File: src/rtl/ads816x_params.svh
`ifndef ADS816X_PARAMS_SVH
`define ADS816X_PARAMS_SVH

//////////////////////////////
// ADC model and SPI timing
//////////////////////////////
`define ADS_MODEL_ID 8 // 8 for ADS8168, 7 for ADS8167, 6 for ADS8166

// Minimum n_cs high time in clk cycles at a 20 MHz SPI clock
`define ADS_CS_HIGH_CYCLES ((`ADS_MODEL_ID == 8) ? 14 : (`ADS_MODEL_ID == 7) ? 24 : 50)

`define ADS_FRAME_BITS 16 // On-the-fly request length
`define ADS_NUM_CH     8  // Channels per read
`define ADS_RD_FRAMES  9  // Eight requests plus one flush frame

//////////////////////////////
// Command word fields
//////////////////////////////
`define CMD_KIND_MSB 31
`define CMD_KIND_LSB 30
`define CMD_TRIG_BIT 29
`define CMD_CONT_BIT 28

`endif
File: src/rtl/ads816x_pkg.sv
`default_nettype none
`include "ads816x_params.svh"

package ads816x_pkg;

  // Vectors with a meaning of their own
  typedef logic [31:0] cmd_word_t;             // Raw command or data word
  typedef logic [15:0] sample_t;               // One ADC result
  typedef logic [2:0]  chan_t;                 // Channel number
  typedef logic [25:0] delay_t;                // Delay in clk cycles
  typedef chan_t [`ADS_NUM_CH-1:0] order_t;    // Slot 0 in the low bits
  typedef logic [3:0]  frame_idx_t;            // Frame within one read

  // Command kinds from the top two bits
  typedef enum logic [1:0] {
    CMD_NO_OP   = 2'd0, // Delay or trigger wait
    CMD_ADC_RD  = 2'd1, // Read all channels
    CMD_SET_ORD = 2'd2, // Load a channel order
    CMD_CANCEL  = 2'd3  // Abort a wait
  } cmd_kind_e;

  // Sequencer states
  typedef enum logic [2:0] {
    ST_IDLE,
    ST_DELAY,
    ST_TRIG_WAIT,
    ST_ADC_RD,
    ST_HALT     // Sticky until reset
  } acq_state_e;

  typedef struct packed {
    cmd_kind_e kind;
    logic      trig;        // Wait for trigger instead of a delay
    logic      cont;        // A further command must be queued
    delay_t    delay;
    order_t    order_field;
  } cmd_t;

  typedef struct packed {
    logic  start;   // One-cycle frame start
    chan_t chan;    // Channel requested in this frame
    logic  capture; // Frame returns a result
  } frame_req_t;

  typedef struct packed {
    logic unexp_trig;
    logic cmd_buf_underflow;
    logic data_buf_overflow;
  } err_flags_t;

endpackage

`default_nettype wire

File: src/rtl/ads816x_adc_ctrl.sv
`timescale 1ns/1ps
`default_nettype none

// ADS816x on-the-fly controller top level
module ads816x_adc_ctrl
  import ads816x_pkg::*;
(
  input  wire            clk,
  input  wire            resetn,
  input  wire cmd_word_t cmd_word,          // FWFT head
  input  wire            cmd_buf_empty,
  output logic           cmd_word_rd_en,
  output cmd_word_t      data_word,
  output logic           data_word_wr_en,
  input  wire            data_buf_full,
  input  wire            trigger,
  output logic           waiting_for_trig,
  output logic           unexp_trig,
  output logic           cmd_buf_underflow,
  output logic           data_buf_overflow,
  output logic           n_cs,
  output logic           mosi,
  input  wire            miso
);

  cmd_t       cmd;
  order_t     order;
  frame_req_t frame_req;
  err_flags_t err_flags;
  sample_t    sample;
  logic       halt;
  logic       frame_done;
  logic       sample_valid;
  logic       overflow;

  //////////////////////////////
  // Input side
  //////////////////////////////
  cmd_decoder cmd_decoder_i (
    .clk      (clk),
    .resetn   (resetn),
    .cmd_word (cmd_word),
    .take     (cmd_word_rd_en),
    .cmd      (cmd),
    .order    (order)
  );

  //////////////////////////////
  // Processing
  //////////////////////////////
  acq_sequencer acq_sequencer_i (
    .clk              (clk),
    .resetn           (resetn),
    .cmd_buf_empty    (cmd_buf_empty),
    .trigger          (trigger),
    .frame_done       (frame_done),
    .overflow         (overflow),
    .cmd              (cmd),
    .order            (order),
    .cmd_word_rd_en   (cmd_word_rd_en),
    .waiting_for_trig (waiting_for_trig),
    .halt             (halt),
    .frame_req        (frame_req),
    .err_flags        (err_flags)
  );

  spi_frame_engine spi_frame_engine_i (
    .clk          (clk),
    .resetn       (resetn),
    .halt         (halt),
    .frame_req    (frame_req),
    .miso         (miso),
    .n_cs         (n_cs),
    .mosi         (mosi),
    .frame_done   (frame_done),
    .sample_valid (sample_valid),
    .sample       (sample)
  );

  //////////////////////////////
  // Output side
  //////////////////////////////
  sample_packer sample_packer_i (
    .clk             (clk),
    .resetn          (resetn),
    .halt            (halt),
    .sample_valid    (sample_valid),
    .data_buf_full   (data_buf_full),
    .sample          (sample),
    .data_word_wr_en (data_word_wr_en),
    .overflow        (overflow),
    .data_word       (data_word)
  );

  // Sticky flags out to the ports
  assign unexp_trig        = err_flags.unexp_trig;
  assign cmd_buf_underflow = err_flags.cmd_buf_underflow;
  assign data_buf_overflow = err_flags.data_buf_overflow;

endmodule

`default_nettype wire

File: src/rtl/sample_packer.sv
`timescale 1ns/1ps
`default_nettype none

// Pairs 16-bit results into 32-bit data buffer words
module sample_packer
  import ads816x_pkg::*;
(
  input  wire          clk,
  input  wire          resetn,
  input  wire          halt,
  input  wire          sample_valid,
  input  wire          data_buf_full,
  input  wire sample_t sample,
  output logic         data_word_wr_en,
  output logic         overflow,       // Write attempt against a full buffer
  output cmd_word_t    data_word
);

  sample_t first_q;    // First result of the pair
  logic    stored;     // first_q holds a result
  logic    pair_ready; // Second result arriving

  assign pair_ready = sample_valid && stored;

  //////////////////////////////
  // Pair control
  //////////////////////////////
  always_ff @(posedge clk) begin
    if (!resetn || halt) begin
      stored          <= 1'b0;
      data_word_wr_en <= 1'b0;
      overflow        <= 1'b0;
    end else begin
      data_word_wr_en <= pair_ready && !data_buf_full;
      overflow        <= pair_ready && data_buf_full; // Write dropped
      if (sample_valid) stored <= !stored;
    end
  end

  // Second result high and first result low
  always_ff @(posedge clk) begin
    if (sample_valid && !stored) first_q <= sample;
    if (pair_ready) data_word <= {sample, first_q};
  end

endmodule

`default_nettype wire

File: src/rtl/spi_frame_engine.sv
`timescale 1ns/1ps
`default_nettype none
`include "ads816x_params.svh"

// One on-the-fly SPI frame per start pulse. n_cs high phase then 16 clocked bits
module spi_frame_engine
  import ads816x_pkg::*;
(
  input  wire             clk,
  input  wire             resetn,
  input  wire             halt,
  input  wire frame_req_t frame_req,
  input  wire             miso,         // Sampled on clk
  output logic            n_cs,
  output logic            mosi,
  output logic            frame_done,   // Cycle in which n_cs returns high
  output logic            sample_valid, // One cycle after frame_done
  output sample_t         sample
);

  localparam int CS_W    = $clog2(`ADS_CS_HIGH_CYCLES + 1);
  localparam int BIT_W   = $clog2(`ADS_FRAME_BITS + 1);
  localparam int REQ_PAD = `ADS_FRAME_BITS - 2 - $bits(chan_t); // Zeros after the channel

  localparam logic [CS_W-1:0]  CS_LOAD  = CS_W'(`ADS_CS_HIGH_CYCLES);
  localparam logic [BIT_W-1:0] BIT_LOAD = BIT_W'(`ADS_FRAME_BITS);

  logic [CS_W-1:0]            cs_cnt;    // n_cs high timer
  logic [BIT_W-1:0]           bit_cnt;   // Bits left in the low phase
  logic                       capture_q; // This frame returns a result
  logic [`ADS_FRAME_BITS-1:0] mosi_sr;
  sample_t                    miso_sr;
  logic                       cs_last;   // Final high cycle
  logic                       bit_last;  // Final low cycle

  assign cs_last  = cs_cnt == CS_W'(1);
  assign bit_last = bit_cnt == BIT_W'(1);

  //////////////////////////////
  // Chip select timing
  //////////////////////////////
  always_ff @(posedge clk) begin
    if (!resetn || halt) begin
      cs_cnt    <= '0;
      capture_q <= 1'b0;
    end else if (frame_req.start) begin
      cs_cnt    <= CS_LOAD;
      capture_q <= frame_req.capture;
    end else if (cs_cnt != '0) begin
      cs_cnt <= cs_cnt - 1'b1;
    end
  end

  always_ff @(posedge clk) begin
    if (!resetn || halt) begin
      n_cs    <= 1'b1; // Idle high
      bit_cnt <= '0;
    end else if (cs_last) begin
      n_cs    <= 1'b0;
      bit_cnt <= BIT_LOAD;
    end else if (bit_cnt != '0) begin
      bit_cnt <= bit_cnt - 1'b1;
      if (bit_last) n_cs <= 1'b1;
    end
  end

  //////////////////////////////
  // Data shifting
  //////////////////////////////
  // Request is "10", channel, zeros, sent MSB first
  always_ff @(posedge clk) begin
    if (!resetn || halt) begin
      mosi_sr <= '0;
    end else if (cs_last) begin
      mosi_sr <= {2'b10, frame_req.chan, {REQ_PAD{1'b0}}};
    end else if (bit_cnt != '0) begin
      mosi_sr <= {mosi_sr[`ADS_FRAME_BITS-2:0], 1'b0};
    end
  end

  assign mosi = mosi_sr[`ADS_FRAME_BITS-1];

  // MISO enters MSB first during the low phase
  always_ff @(posedge clk) begin
    if (bit_cnt != '0) miso_sr <= {miso_sr[$bits(sample_t)-2:0], miso};
  end

  assign sample = miso_sr; // Held until the next low phase

  always_ff @(posedge clk) begin
    if (!resetn || halt) begin
      frame_done   <= 1'b0;
      sample_valid <= 1'b0;
    end else begin
      frame_done   <= bit_last;
      sample_valid <= frame_done && capture_q;
    end
  end

endmodule

`default_nettype wire

File: src/rtl/acq_sequencer.sv
`timescale 1ns/1ps
`default_nettype none
`include "ads816x_params.svh"

// Command FSM, delay timer, frame indexing and sticky error flags
module acq_sequencer
  import ads816x_pkg::*;
(
  input  wire         clk,
  input  wire         resetn,
  input  wire         cmd_buf_empty,
  input  wire         trigger,
  input  wire         frame_done,
  input  wire         overflow,      // From the packer
  input  wire cmd_t   cmd,
  input  wire order_t order,
  output logic        cmd_word_rd_en,
  output logic        waiting_for_trig,
  output logic        halt,
  output frame_req_t  frame_req,
  output err_flags_t  err_flags
);

  localparam frame_idx_t LAST_FRAME = frame_idx_t'(`ADS_RD_FRAMES - 1);

  acq_state_e state;
  acq_state_e take_state; // Where the head command leads
  logic       trig_q;     // Running command ends on a trigger
  logic       cont_q;     // Running command needs a successor
  delay_t     delay_cnt;
  frame_idx_t frame_idx;
  logic       start_q;
  logic       head_valid;
  logic       has_tail;   // NO_OP or ADC_RD at the head
  logic       cmd_end;    // Delay expired or trigger seen
  logic       cancel;
  logic       take;
  logic       rd_done;    // Flush frame finished
  logic       unexp_ev;
  logic       underflow_ev;
  logic       halt_ev;

  //////////////////////////////
  // Command flow
  //////////////////////////////
  assign head_valid = !cmd_buf_empty;
  assign has_tail   = cmd.kind == CMD_NO_OP || cmd.kind == CMD_ADC_RD;
  assign cmd_end    = (state == ST_DELAY && delay_cnt == '0) ||
                      (state == ST_TRIG_WAIT && trigger);
  // CANCEL jumps the queue only while waiting
  assign cancel     = (state == ST_DELAY || state == ST_TRIG_WAIT) &&
                      head_valid && cmd.kind == CMD_CANCEL;
  assign rd_done    = state == ST_ADC_RD && frame_done && frame_idx == LAST_FRAME;

  assign unexp_ev     = trigger && state != ST_TRIG_WAIT && state != ST_HALT;
  assign underflow_ev = cmd_end && cont_q && !head_valid; // Promised successor missing
  assign halt_ev      = unexp_ev || underflow_ev || overflow;

  // No pop in the cycle an error fires
  assign take           = head_valid && !halt_ev && (state == ST_IDLE || cmd_end || cancel);
  assign cmd_word_rd_en = take;

  always_comb begin
    case (cmd.kind)
      CMD_NO_OP:  take_state = cmd.trig ? ST_TRIG_WAIT : ST_DELAY;
      CMD_ADC_RD: take_state = ST_ADC_RD;
      default:    take_state = ST_IDLE; // SET_ORD and CANCEL finish at once
    endcase
  end

  always_ff @(posedge clk) begin
    if (!resetn) begin
      state <= ST_IDLE;
    end else if (halt_ev) begin
      state <= ST_HALT;
    end else if (take) begin
      state <= take_state;
    end else if (cmd_end) begin
      state <= ST_IDLE; // Queue empty and nothing promised
    end else if (rd_done) begin
      state <= trig_q ? ST_TRIG_WAIT : ST_DELAY; // Read tail
    end
  end

  assign halt             = state == ST_HALT;
  assign waiting_for_trig = state == ST_TRIG_WAIT;

  // Trig and cont bits of the running command
  always_ff @(posedge clk) begin
    if (!resetn || halt) begin
      trig_q <= 1'b0;
      cont_q <= 1'b0;
    end else if (take) begin
      trig_q <= has_tail && cmd.trig;
      cont_q <= has_tail && cmd.cont;
    end
  end

  // Delay runs from the take so an ADC_RD delay sets the sample period
  always_ff @(posedge clk) begin
    if (!resetn || halt) begin
      delay_cnt <= '0;
    end else if (take && has_tail && !cmd.trig) begin
      delay_cnt <= cmd.delay;
    end else if (cancel) begin
      delay_cnt <= '0;
    end else if (delay_cnt != '0) begin
      delay_cnt <= delay_cnt - 1'b1;
    end
  end

  //////////////////////////////
  // Frame sequencing
  //////////////////////////////
  always_ff @(posedge clk) begin
    if (!resetn || halt) begin
      frame_idx <= '0;
      start_q   <= 1'b0;
    end else begin
      start_q <= 1'b0;
      if (take && cmd.kind == CMD_ADC_RD) begin
        frame_idx <= '0;
        start_q   <= 1'b1;
      end else if (state == ST_ADC_RD && frame_done && frame_idx != LAST_FRAME) begin
        frame_idx <= frame_idx + 1'b1;
        start_q   <= 1'b1; // Next frame right after frame_done
      end
    end
  end

  always_comb begin
    frame_req.start   = start_q;
    frame_req.chan    = (frame_idx == LAST_FRAME) ? chan_t'(0) // Flush frame
                                                  : order[frame_idx[$bits(chan_t)-1:0]];
    frame_req.capture = frame_idx != '0; // Result lags its request by one frame
  end

  //////////////////////////////
  // Sticky errors
  //////////////////////////////
  always_ff @(posedge clk) begin
    if (!resetn) begin
      err_flags <= '0;
    end else begin
      if (unexp_ev)     err_flags.unexp_trig        <= 1'b1;
      if (underflow_ev) err_flags.cmd_buf_underflow <= 1'b1;
      if (overflow)     err_flags.data_buf_overflow <= 1'b1;
    end
  end

endmodule

`default_nettype wire

File: src/rtl/cmd_decoder.sv
`timescale 1ns/1ps
`default_nettype none
`include "ads816x_params.svh"

// Head command word split into fields, plus the channel order table
module cmd_decoder
  import ads816x_pkg::*;
(
  input  wire            clk,
  input  wire            resetn,
  input  wire cmd_word_t cmd_word, // Head of the FWFT command buffer
  input  wire            take,     // Head popped this cycle
  output cmd_t           cmd,
  output order_t         order     // Active channel order
);

  //////////////////////////////
  // Field split
  //////////////////////////////
  always_comb begin
    cmd.kind        = cmd_kind_e'(cmd_word[`CMD_KIND_MSB:`CMD_KIND_LSB]);
    cmd.trig        = cmd_word[`CMD_TRIG_BIT];
    cmd.cont        = cmd_word[`CMD_CONT_BIT];
    cmd.delay       = cmd_word[$bits(delay_t)-1:0]; // Only meaningful for NO_OP/ADC_RD
    cmd.order_field = cmd_word[$bits(order_t)-1:0]; // Only meaningful for SET_ORD
  end

  //////////////////////////////
  // Channel order
  //////////////////////////////
  // Identity order after reset
  // A taken SET_ORD replaces all eight slots at once
  always_ff @(posedge clk) begin
    if (!resetn) begin
      for (int i = 0; i < `ADS_NUM_CH; i++) begin
        order[i] <= chan_t'(i);
      end
    end else if (take && cmd.kind == CMD_SET_ORD) begin
      order <= cmd.order_field;
    end
  end

endmodule

`default_nettype wire

File: config.mk
export PLATFORM = sky130hd
export DESIGN_NAME = ads816x_adc_ctrl
export DESIGN_NICKNAME = d
export VERILOG_FILES = /design/src/rtl/ads816x_pkg.sv /design/src/rtl/ads816x_adc_ctrl.sv /design/src/rtl/sample_packer.sv /design/src/rtl/spi_frame_engine.sv /design/src/rtl/acq_sequencer.sv /design/src/rtl/cmd_decoder.sv
export VERILOG_INCLUDE_DIRS = /design/src /design/src/rtl
export SDC_FILE = /design/constraint.sdc
export NUM_CORES = 1
export LEC_CHECK = 0
export BUFFER_PORTS_ARGS = -buffer_cell sky130_fd_sc_hd__buf_2
export CORE_MARGIN = 4
export CORE_UTILIZATION = 57
export DETAILED_ROUTE_END_ITERATION = 7
export PLACE_DENSITY = 0.79
export SLEW_MARGIN = 25
export SYNTH_ARGS = -nofsm -noshare
export SYNTH_HDL_FRONTEND = slang
export SYNTH_SLANG_ARGS = --single-unit
File: constraint.sdc
create_clock -name clk -period 3.17 [get_ports clk]
set_input_delay 0.634 -clock clk [delete_from_list [all_inputs] [get_ports clk]]
set_output_delay 0.634 -clock clk [all_outputs]
set_load 0.01 [all_outputs]
==> run metrics, run 1 <==
worst min-delay path class=in -> reg; top cell type's share of synthesized area=0.318; clk sinks=148; post-synthesis sequential area ratio=0.596; first-pass GRT wire length=21.8 mm; P_sw=0.00208 W; Place WS=about 0.41 ns; Reg power frac=0.426; top library cells by usage in the layout, fill and taps aside=83 x dfxtp_1, 75 x buf_2, 64 x nand2_1, 64 x edfxtp_1, 28 x nor2_1; drt pass-1 iters=5; static leakage=around 2.7 nW; largest net degree at the start of global routing=43; vias in the first global route=approximately 4400; pins over their slew limit=0; chip height=111 um; Slew @ Worst Pin=around 0.81 ns; GRT Total Usage=0.220; total of max-cap violations=0; Area contributors post-synth=edfxtp_1 32%, dfxtp_1 28%, nand2_1 4.0%, xnor2_1 3.2%, mux2i_1 2.8%; Crit. End Element=output pin; CP startpoint kind=flop; TNS Setup=0 ns; I/O Pins=78; library cells used by synthesis=60; DRC=0; port bufs=75; Most used DFF post-synth=dfxtp_1; Internal=0.00407 W; hold slack=0.285 ns; hpwl dp=8.76 mm; commonest non-fill, non-tap cell in the layout=dfxtp_1; WP data arrival=2.43 ns; initial antenna violation count=0; CTS H-tree depth=4; Via density=5.86; Crit path largest cell delay=0.54 ns; Final Hold Viols=0; CTS Root Cell=clkbuf_8; fmax=about 330 MHz; critical hold path startpoint=data_buf_full; Tmin final=3.06 ns; critical path's slowest cell=or4b_1; outcome=finished clean; row cnt=37; grt total ovfl=0; skew final=0.0150 ns; worst relative slew slack=0.458; Mapped Cells=521; worst setup path class=reg -> out; post-CTS setup buffer count=0; endpoints failing setup=0; dominant cell type by area after synthesis=edfxtp_1; Filler Cell Count=around 750; CTS Buf Count=17; critical path, cell by cell=or3_1 > or4b_1 > nor4_4 > or2_1 > buf_2; share of cells above drive strength 1=0.233; Antenna Nets Post-Route=0; hold path cells=2; post-synthesis register bit count=about 150; Max IR drop VDD=0.449 mV; Comb pwr share=0.260; Synth async-reset ratio=0; Die X=111 um; Final WS setup=0.107 ns; Worst Reg-to-Reg Cells=7; DIE AREA=12300 um^2; n_diodes=0; Skew-Pair Late Insertion Delay=0.52 ns; Clock Power Share=0.315; P per Cell Area=862 nW/um^2; routed via count=4395; TritonCTS clock tree=done; r2r startpoint=acq_sequencer_i.state[2]; Yosys warning count=0; hold_buf cts=0; Final Util=0.692; Mapped Area=6040 um^2; RSZ-0062 raised after global routing=false; post-DR wirelength/cell=17.4 um; required time worst endpoint=2.54 ns; Net count, final=645; final period utilization=0.966; CTS Buffer Depth=2; core area=10300 um^2; Worst-path clk slew=0.07 ns; Area Growth Syn to Fin=18.2%; number of flops mapped to enable cells by yosys=64; Syn Nets=565; Final Wtd Congestion=between 0.8 and 0.9; Iter 0 DRT Violations=353; Initial Utilization=0.586; Net Sw Frac=0.338; beginning of the critical path=acq_sequencer_i.state[2]; Critical Path Fanout Max=9; final wirelength=13.1 mm; syn_area_per_cell=11.6 um^2
logic make-up after synthesis:
family | after synthesis | synth area share
AND/OR/NAND/NOR | 188 | 0.164
multiplexers | 23 | 0.0505
buffers and inverters | 38 | 0.0313
XOR/XNOR | 31 | 0.0449
flip-flops | 148 | 0.596
AO/OA/AOI/OAI | 86 | 0.0996
adder cells (fa/ha/maj) | 7 | 0.0141
worst paths after layout:
path                                                   endpoint  slack [ns]
worst max-delay path                             cmd_word_rd_en        0.11
worst max register to register         acq_sequencer_i.state[1]        0.69
worst min-delay path            sample_packer_i.data_word_wr_en        0.29
worst min register to register     sample_packer_i.data_word[6]        0.42
critical path: cells and delay by family (launching register included):
kind                   cells  cell delay [ns]
buffers and inverters      1             0.14
flip-flops                 1             0.37
AND/OR/NAND/NOR            4             1.40
area by class of cell:
| class | instances | area [um^2] | area share |
|---|---|---|---|
| sequential | 148 | 3600 | 0.504 |
| multi-input combinational | 335 | 2280 | 0.318 |
| timing repair buffer | 86 | 458 | 0.0641 |
| clock buffer | 17 | 414 | 0.0579 |
| clock inverter | 15 | 175 | 0.0245 |
| tap | 136 | 170 | 0.0238 |
| inverter | 13 | 48.8 | 0.00683 |
layer usage:
| metal | routed length [um] | GRT usage | vias up |
|---|---|---|---|
| li1 | - | - | 2068 |
| met1 | 5440 | 0.272 | 2127 |
| met2 | 6630 | 0.377 | 171 |
| met3 | 758 | 0.0469 | 29 |
| met4 | 240 | 0.0821 | 0 |
| met5 | 0 | 0 | - |
timing repair:
action	CTS	global route
hold endpoints to repair	0	0
setup endpoints to repair	1	1
pin swaps	0	2
resized for setup	1	2
cell usage after synthesis (7+ instances only):
cell / n
a21oi_1: 22
nand2_1: 64
nor4_1: 7
xor2_1: 9
edfxtp_1: 64
nor3_1: 15
nor2_1: 28
o21ai_0: 18
nand3_1: 20
xnor2_1: 22
nand4_1: 12
dfxtp_1: 84
o2bb2ai_1: 15
clkbuf_1: 16
inv_1: 13
mux2i_1: 17
per-stage QoR:
stage	total power, W	instance area [um^2]	std cells
floorplan	0.00378	6040	521
CTS	0.00616	7140	750
detailed placement	0.00415	6540	718
global route	0.00649	7150	750
global placement	0.00407	6540	718
finish	0.00616	7150	750
power groups by stage:
| stage | clock (W) | combinational [W] | sequential (W) |
|---|---|---|---|
| global placement | 0 | 0.00145 | 0.00262 |
| global route | 0.00206 | 0.00177 | 0.00266 |
| CTS | 0.00196 | 0.00158 | 0.00262 |
| detailed placement | 0 | 0.00150 | 0.00265 |
| floorplan | 0 | 0.00121 | 0.00257 |
| finish | 0.00194 | 0.00160 | 0.00262 |
sequential cells by signal, indices dropped and copies added (netlist names), 3 cells and up:
register and cells:
acq_sequencer_i.delay_cnt 26, spi_frame_engine_i.bit_cnt 5, spi_frame_engine_i.mosi_sr 5, cmd_decoder_i.order 24, spi_frame_engine_i.sample 16, sample_packer_i.data_word 32
acq_sequencer_i.frame_idx 4, acq_sequencer_i.state 3, sample_packer_i.first_q 16, spi_frame_engine_i.cs_cnt 4, acq_sequencer_i.err_flags 3
(Power assumes the default switching activity.)
==> inputs of run 2 (changes only) <==
--- a/config.mk
+++ b/config.mk
@@ -10,7 +10,7 @@
 export CORE_MARGIN = 4
 export CORE_UTILIZATION = 57
 export DETAILED_ROUTE_END_ITERATION = 7
-export PLACE_DENSITY = 0.79
+export PLACE_DENSITY = 0.77
 export SLEW_MARGIN = 25
 export SYNTH_ARGS = -nofsm -noshare
 export SYNTH_HDL_FRONTEND = slang
==> run metrics, run 2 (synthesized netlist as in run 1, its figures left out) <==
required time worst endpoint=2.54 ns (about the same); top library cells by usage in the layout, fill and taps aside=82 x dfxtp_1, 75 x buf_2, 64 x nand2_1, 64 x edfxtp_1, 28 x nor2_1; largest net degree at the start of global routing=43 (unchanged); worst setup path class=reg -> out; top flop regs=sample_packer_i.data_word x32, acq_sequencer_i.delay_cnt x26, cmd_decoder_i.order x24; r2r startpoint=acq_sequencer_i.delay_cnt[18]; Max IR drop VDD=0.396 mV (-12%); DIE AREA=12300 um^2 (unchanged); WP data arrival=2.43 ns (about the same); GRT Total Usage=0.217 (-0.00277); hold_buf cts=0 (unchanged); CTS H-tree depth=4 (unchanged); Final Wtd Congestion=0.892 (+0.63%); outcome=finished clean; CP startpoint kind=flop; Most flops, register=sample_packer_i.data_word; Final Hold Viols=0 (unchanged); DRC=0 (unchanged); n_diodes=0 (unchanged); TritonCTS clock tree=done; Tmin final=3.06 ns (-0.000647 ns); Die X=111 um (unchanged); critical path, cell by cell=or4_1 > nand4bb_4 > nor4_4 > or2_1 > buf_2; Place WS=0.413 ns (+0.00404 ns); max reg flops=32 (unchanged); grt total ovfl=0 (unchanged); Skew-Pair Late Insertion Delay=0.52 ns (about the same); static leakage=2.67 nW (-0.96%); I/O Pins=78 (unchanged); share of cells above drive strength 1=0.228 (-0.00451); critical path's slowest cell=or4_1; skew final=0.00944 ns (-0.00559 ns); final period utilization=0.966 (about the same); Crit. End Element=output pin; drt pass-1 iters=5 (unchanged); Slew @ Worst Pin=0.791 ns (-0.0209 ns); CTS Buf Count=17 (unchanged); endpoints failing setup=0 (unchanged); TNS Setup=0 ns (unchanged); fmax=326 MHz (about the same); Initial Utilization=0.586 (unchanged); port bufs=75 (unchanged); CTS Root Cell=clkbuf_8; clk sinks=148 (unchanged); Net count, final=644 (-0.16%); worst min-delay path class=in -> reg; chip height=111 um (unchanged); total of max-cap violations=0 (unchanged); routed via count=4258 (-3.1%); post-DR wirelength/cell=16.9 um (-3.2%); RSZ-0062 raised after global routing=false; final wirelength=12.6 mm (-3.4%); Final WS setup=0.107 ns (+0.000647 ns); hpwl dp=8.56 mm (-2.2%); Iter 0 DRT Violations=265 (-25%); Worst-path clk slew=0.07 ns (about the same); row cnt=37 (unchanged); first-pass GRT wire length=21.4 mm (-1.9%); CTS Buffer Depth=2 (unchanged); vias in the first global route=4351 (-0.21%); Critical Path Fanout Max=6 (-3); Antenna Nets Post-Route=0 (unchanged); Via density=5.68 (-3.0%); pins over their slew limit=0 (unchanged); Crit path largest cell delay=0.63 ns (+0.09 ns); Area Growth Syn to Fin=17.6%; P per Cell Area=850 nW/um^2 (-1.4%); commonest non-fill, non-tap cell in the layout=dfxtp_1; core area=10300 um^2 (unchanged); initial antenna violation count=0 (unchanged); worst relative slew slack=0.472 (+0.0140); critical hold path startpoint=miso; beginning of the critical path=acq_sequencer_i.delay_cnt[13]
## run 2: routing by layer
layer | track usage | up-vias | share of wire
met5 | 0 | - | 0
met1 | 0.267 | 2019 | 0.41
met3 | 0.0579 | 32 | 0.058
met2 | 0.357 | 149 | 0.50
met4 | 0.0977 | 0 | 0.028
li1 | - | 2058 | -
## run 2: final timing paths
path / to / slack, ns / cells after the start
max: cmd_word_rd_en / 0.11 / 5
min: spi_frame_engine_i.sample[0] / 0.28 / 1
max reg2reg: acq_sequencer_i.state[1] / 0.63 / 5
min reg2reg: sample_packer_i.data_word[4] / 0.42 / 0
## run 2: stage by stage
| stage | cells | instance area [um^2] | hold slack [ns] | utilization | total power (W) |
|---|---|---|---|---|---|
| after floorplan | 521 | 6040 | 0.400 | - | 0.00378 |
| after global placement | 717 | 6530 | 0.401 | 0.632 | 0.00408 |
| after detailed placement | 717 | 6530 | 0.405 | 0.632 | 0.00414 |
| after CTS | 749 | 7090 | 0.264 | 0.687 | 0.00604 |
| after global routing | 749 | 7110 | 0.255 | 0.689 | 0.00642 |
| final | 749 | 7110 | 0.284 | 0.689 | 0.00604 |
## run 2: cell type report
type / count / area (um^2)
clock buffers: 18 / 418
clock inverters: 14 / 144
fillers: 735 / 3210
inverters: 13 / 48.8
multi-input cells: 335 / 2270
flip-flops and latches: 148 / 3610
well taps: 136 / 170
repair buffers: 85 / 450
## run 2: critical path: cells and delay by family (launching register included)
kind,cells,cell delay (ns)
AND/OR/NAND/NOR,4,1.42
buffers and inverters,1,0.14
flip-flops,1,0.35
## run 2: where the power goes
group / total (W) / switching [W] / leakage, nW / internal [W]
Combinational: 0.00155 / 0.000898 / 1.14 / 0.000648
Clock: 0.00188 / 0.000818 / 0.263 / 0.00106
Sequential: 0.00261 / 0.000225 / 1.27 / 0.00239
Total: 0.00604 / 0.00194 / 2.67 / 0.00410
## run 2: what timing repair did
action | in CTS | in global routing
setup buffers | 0 | 0
gates resized for setup | 0 | 4
setup endpoints to repair | 0 | 1
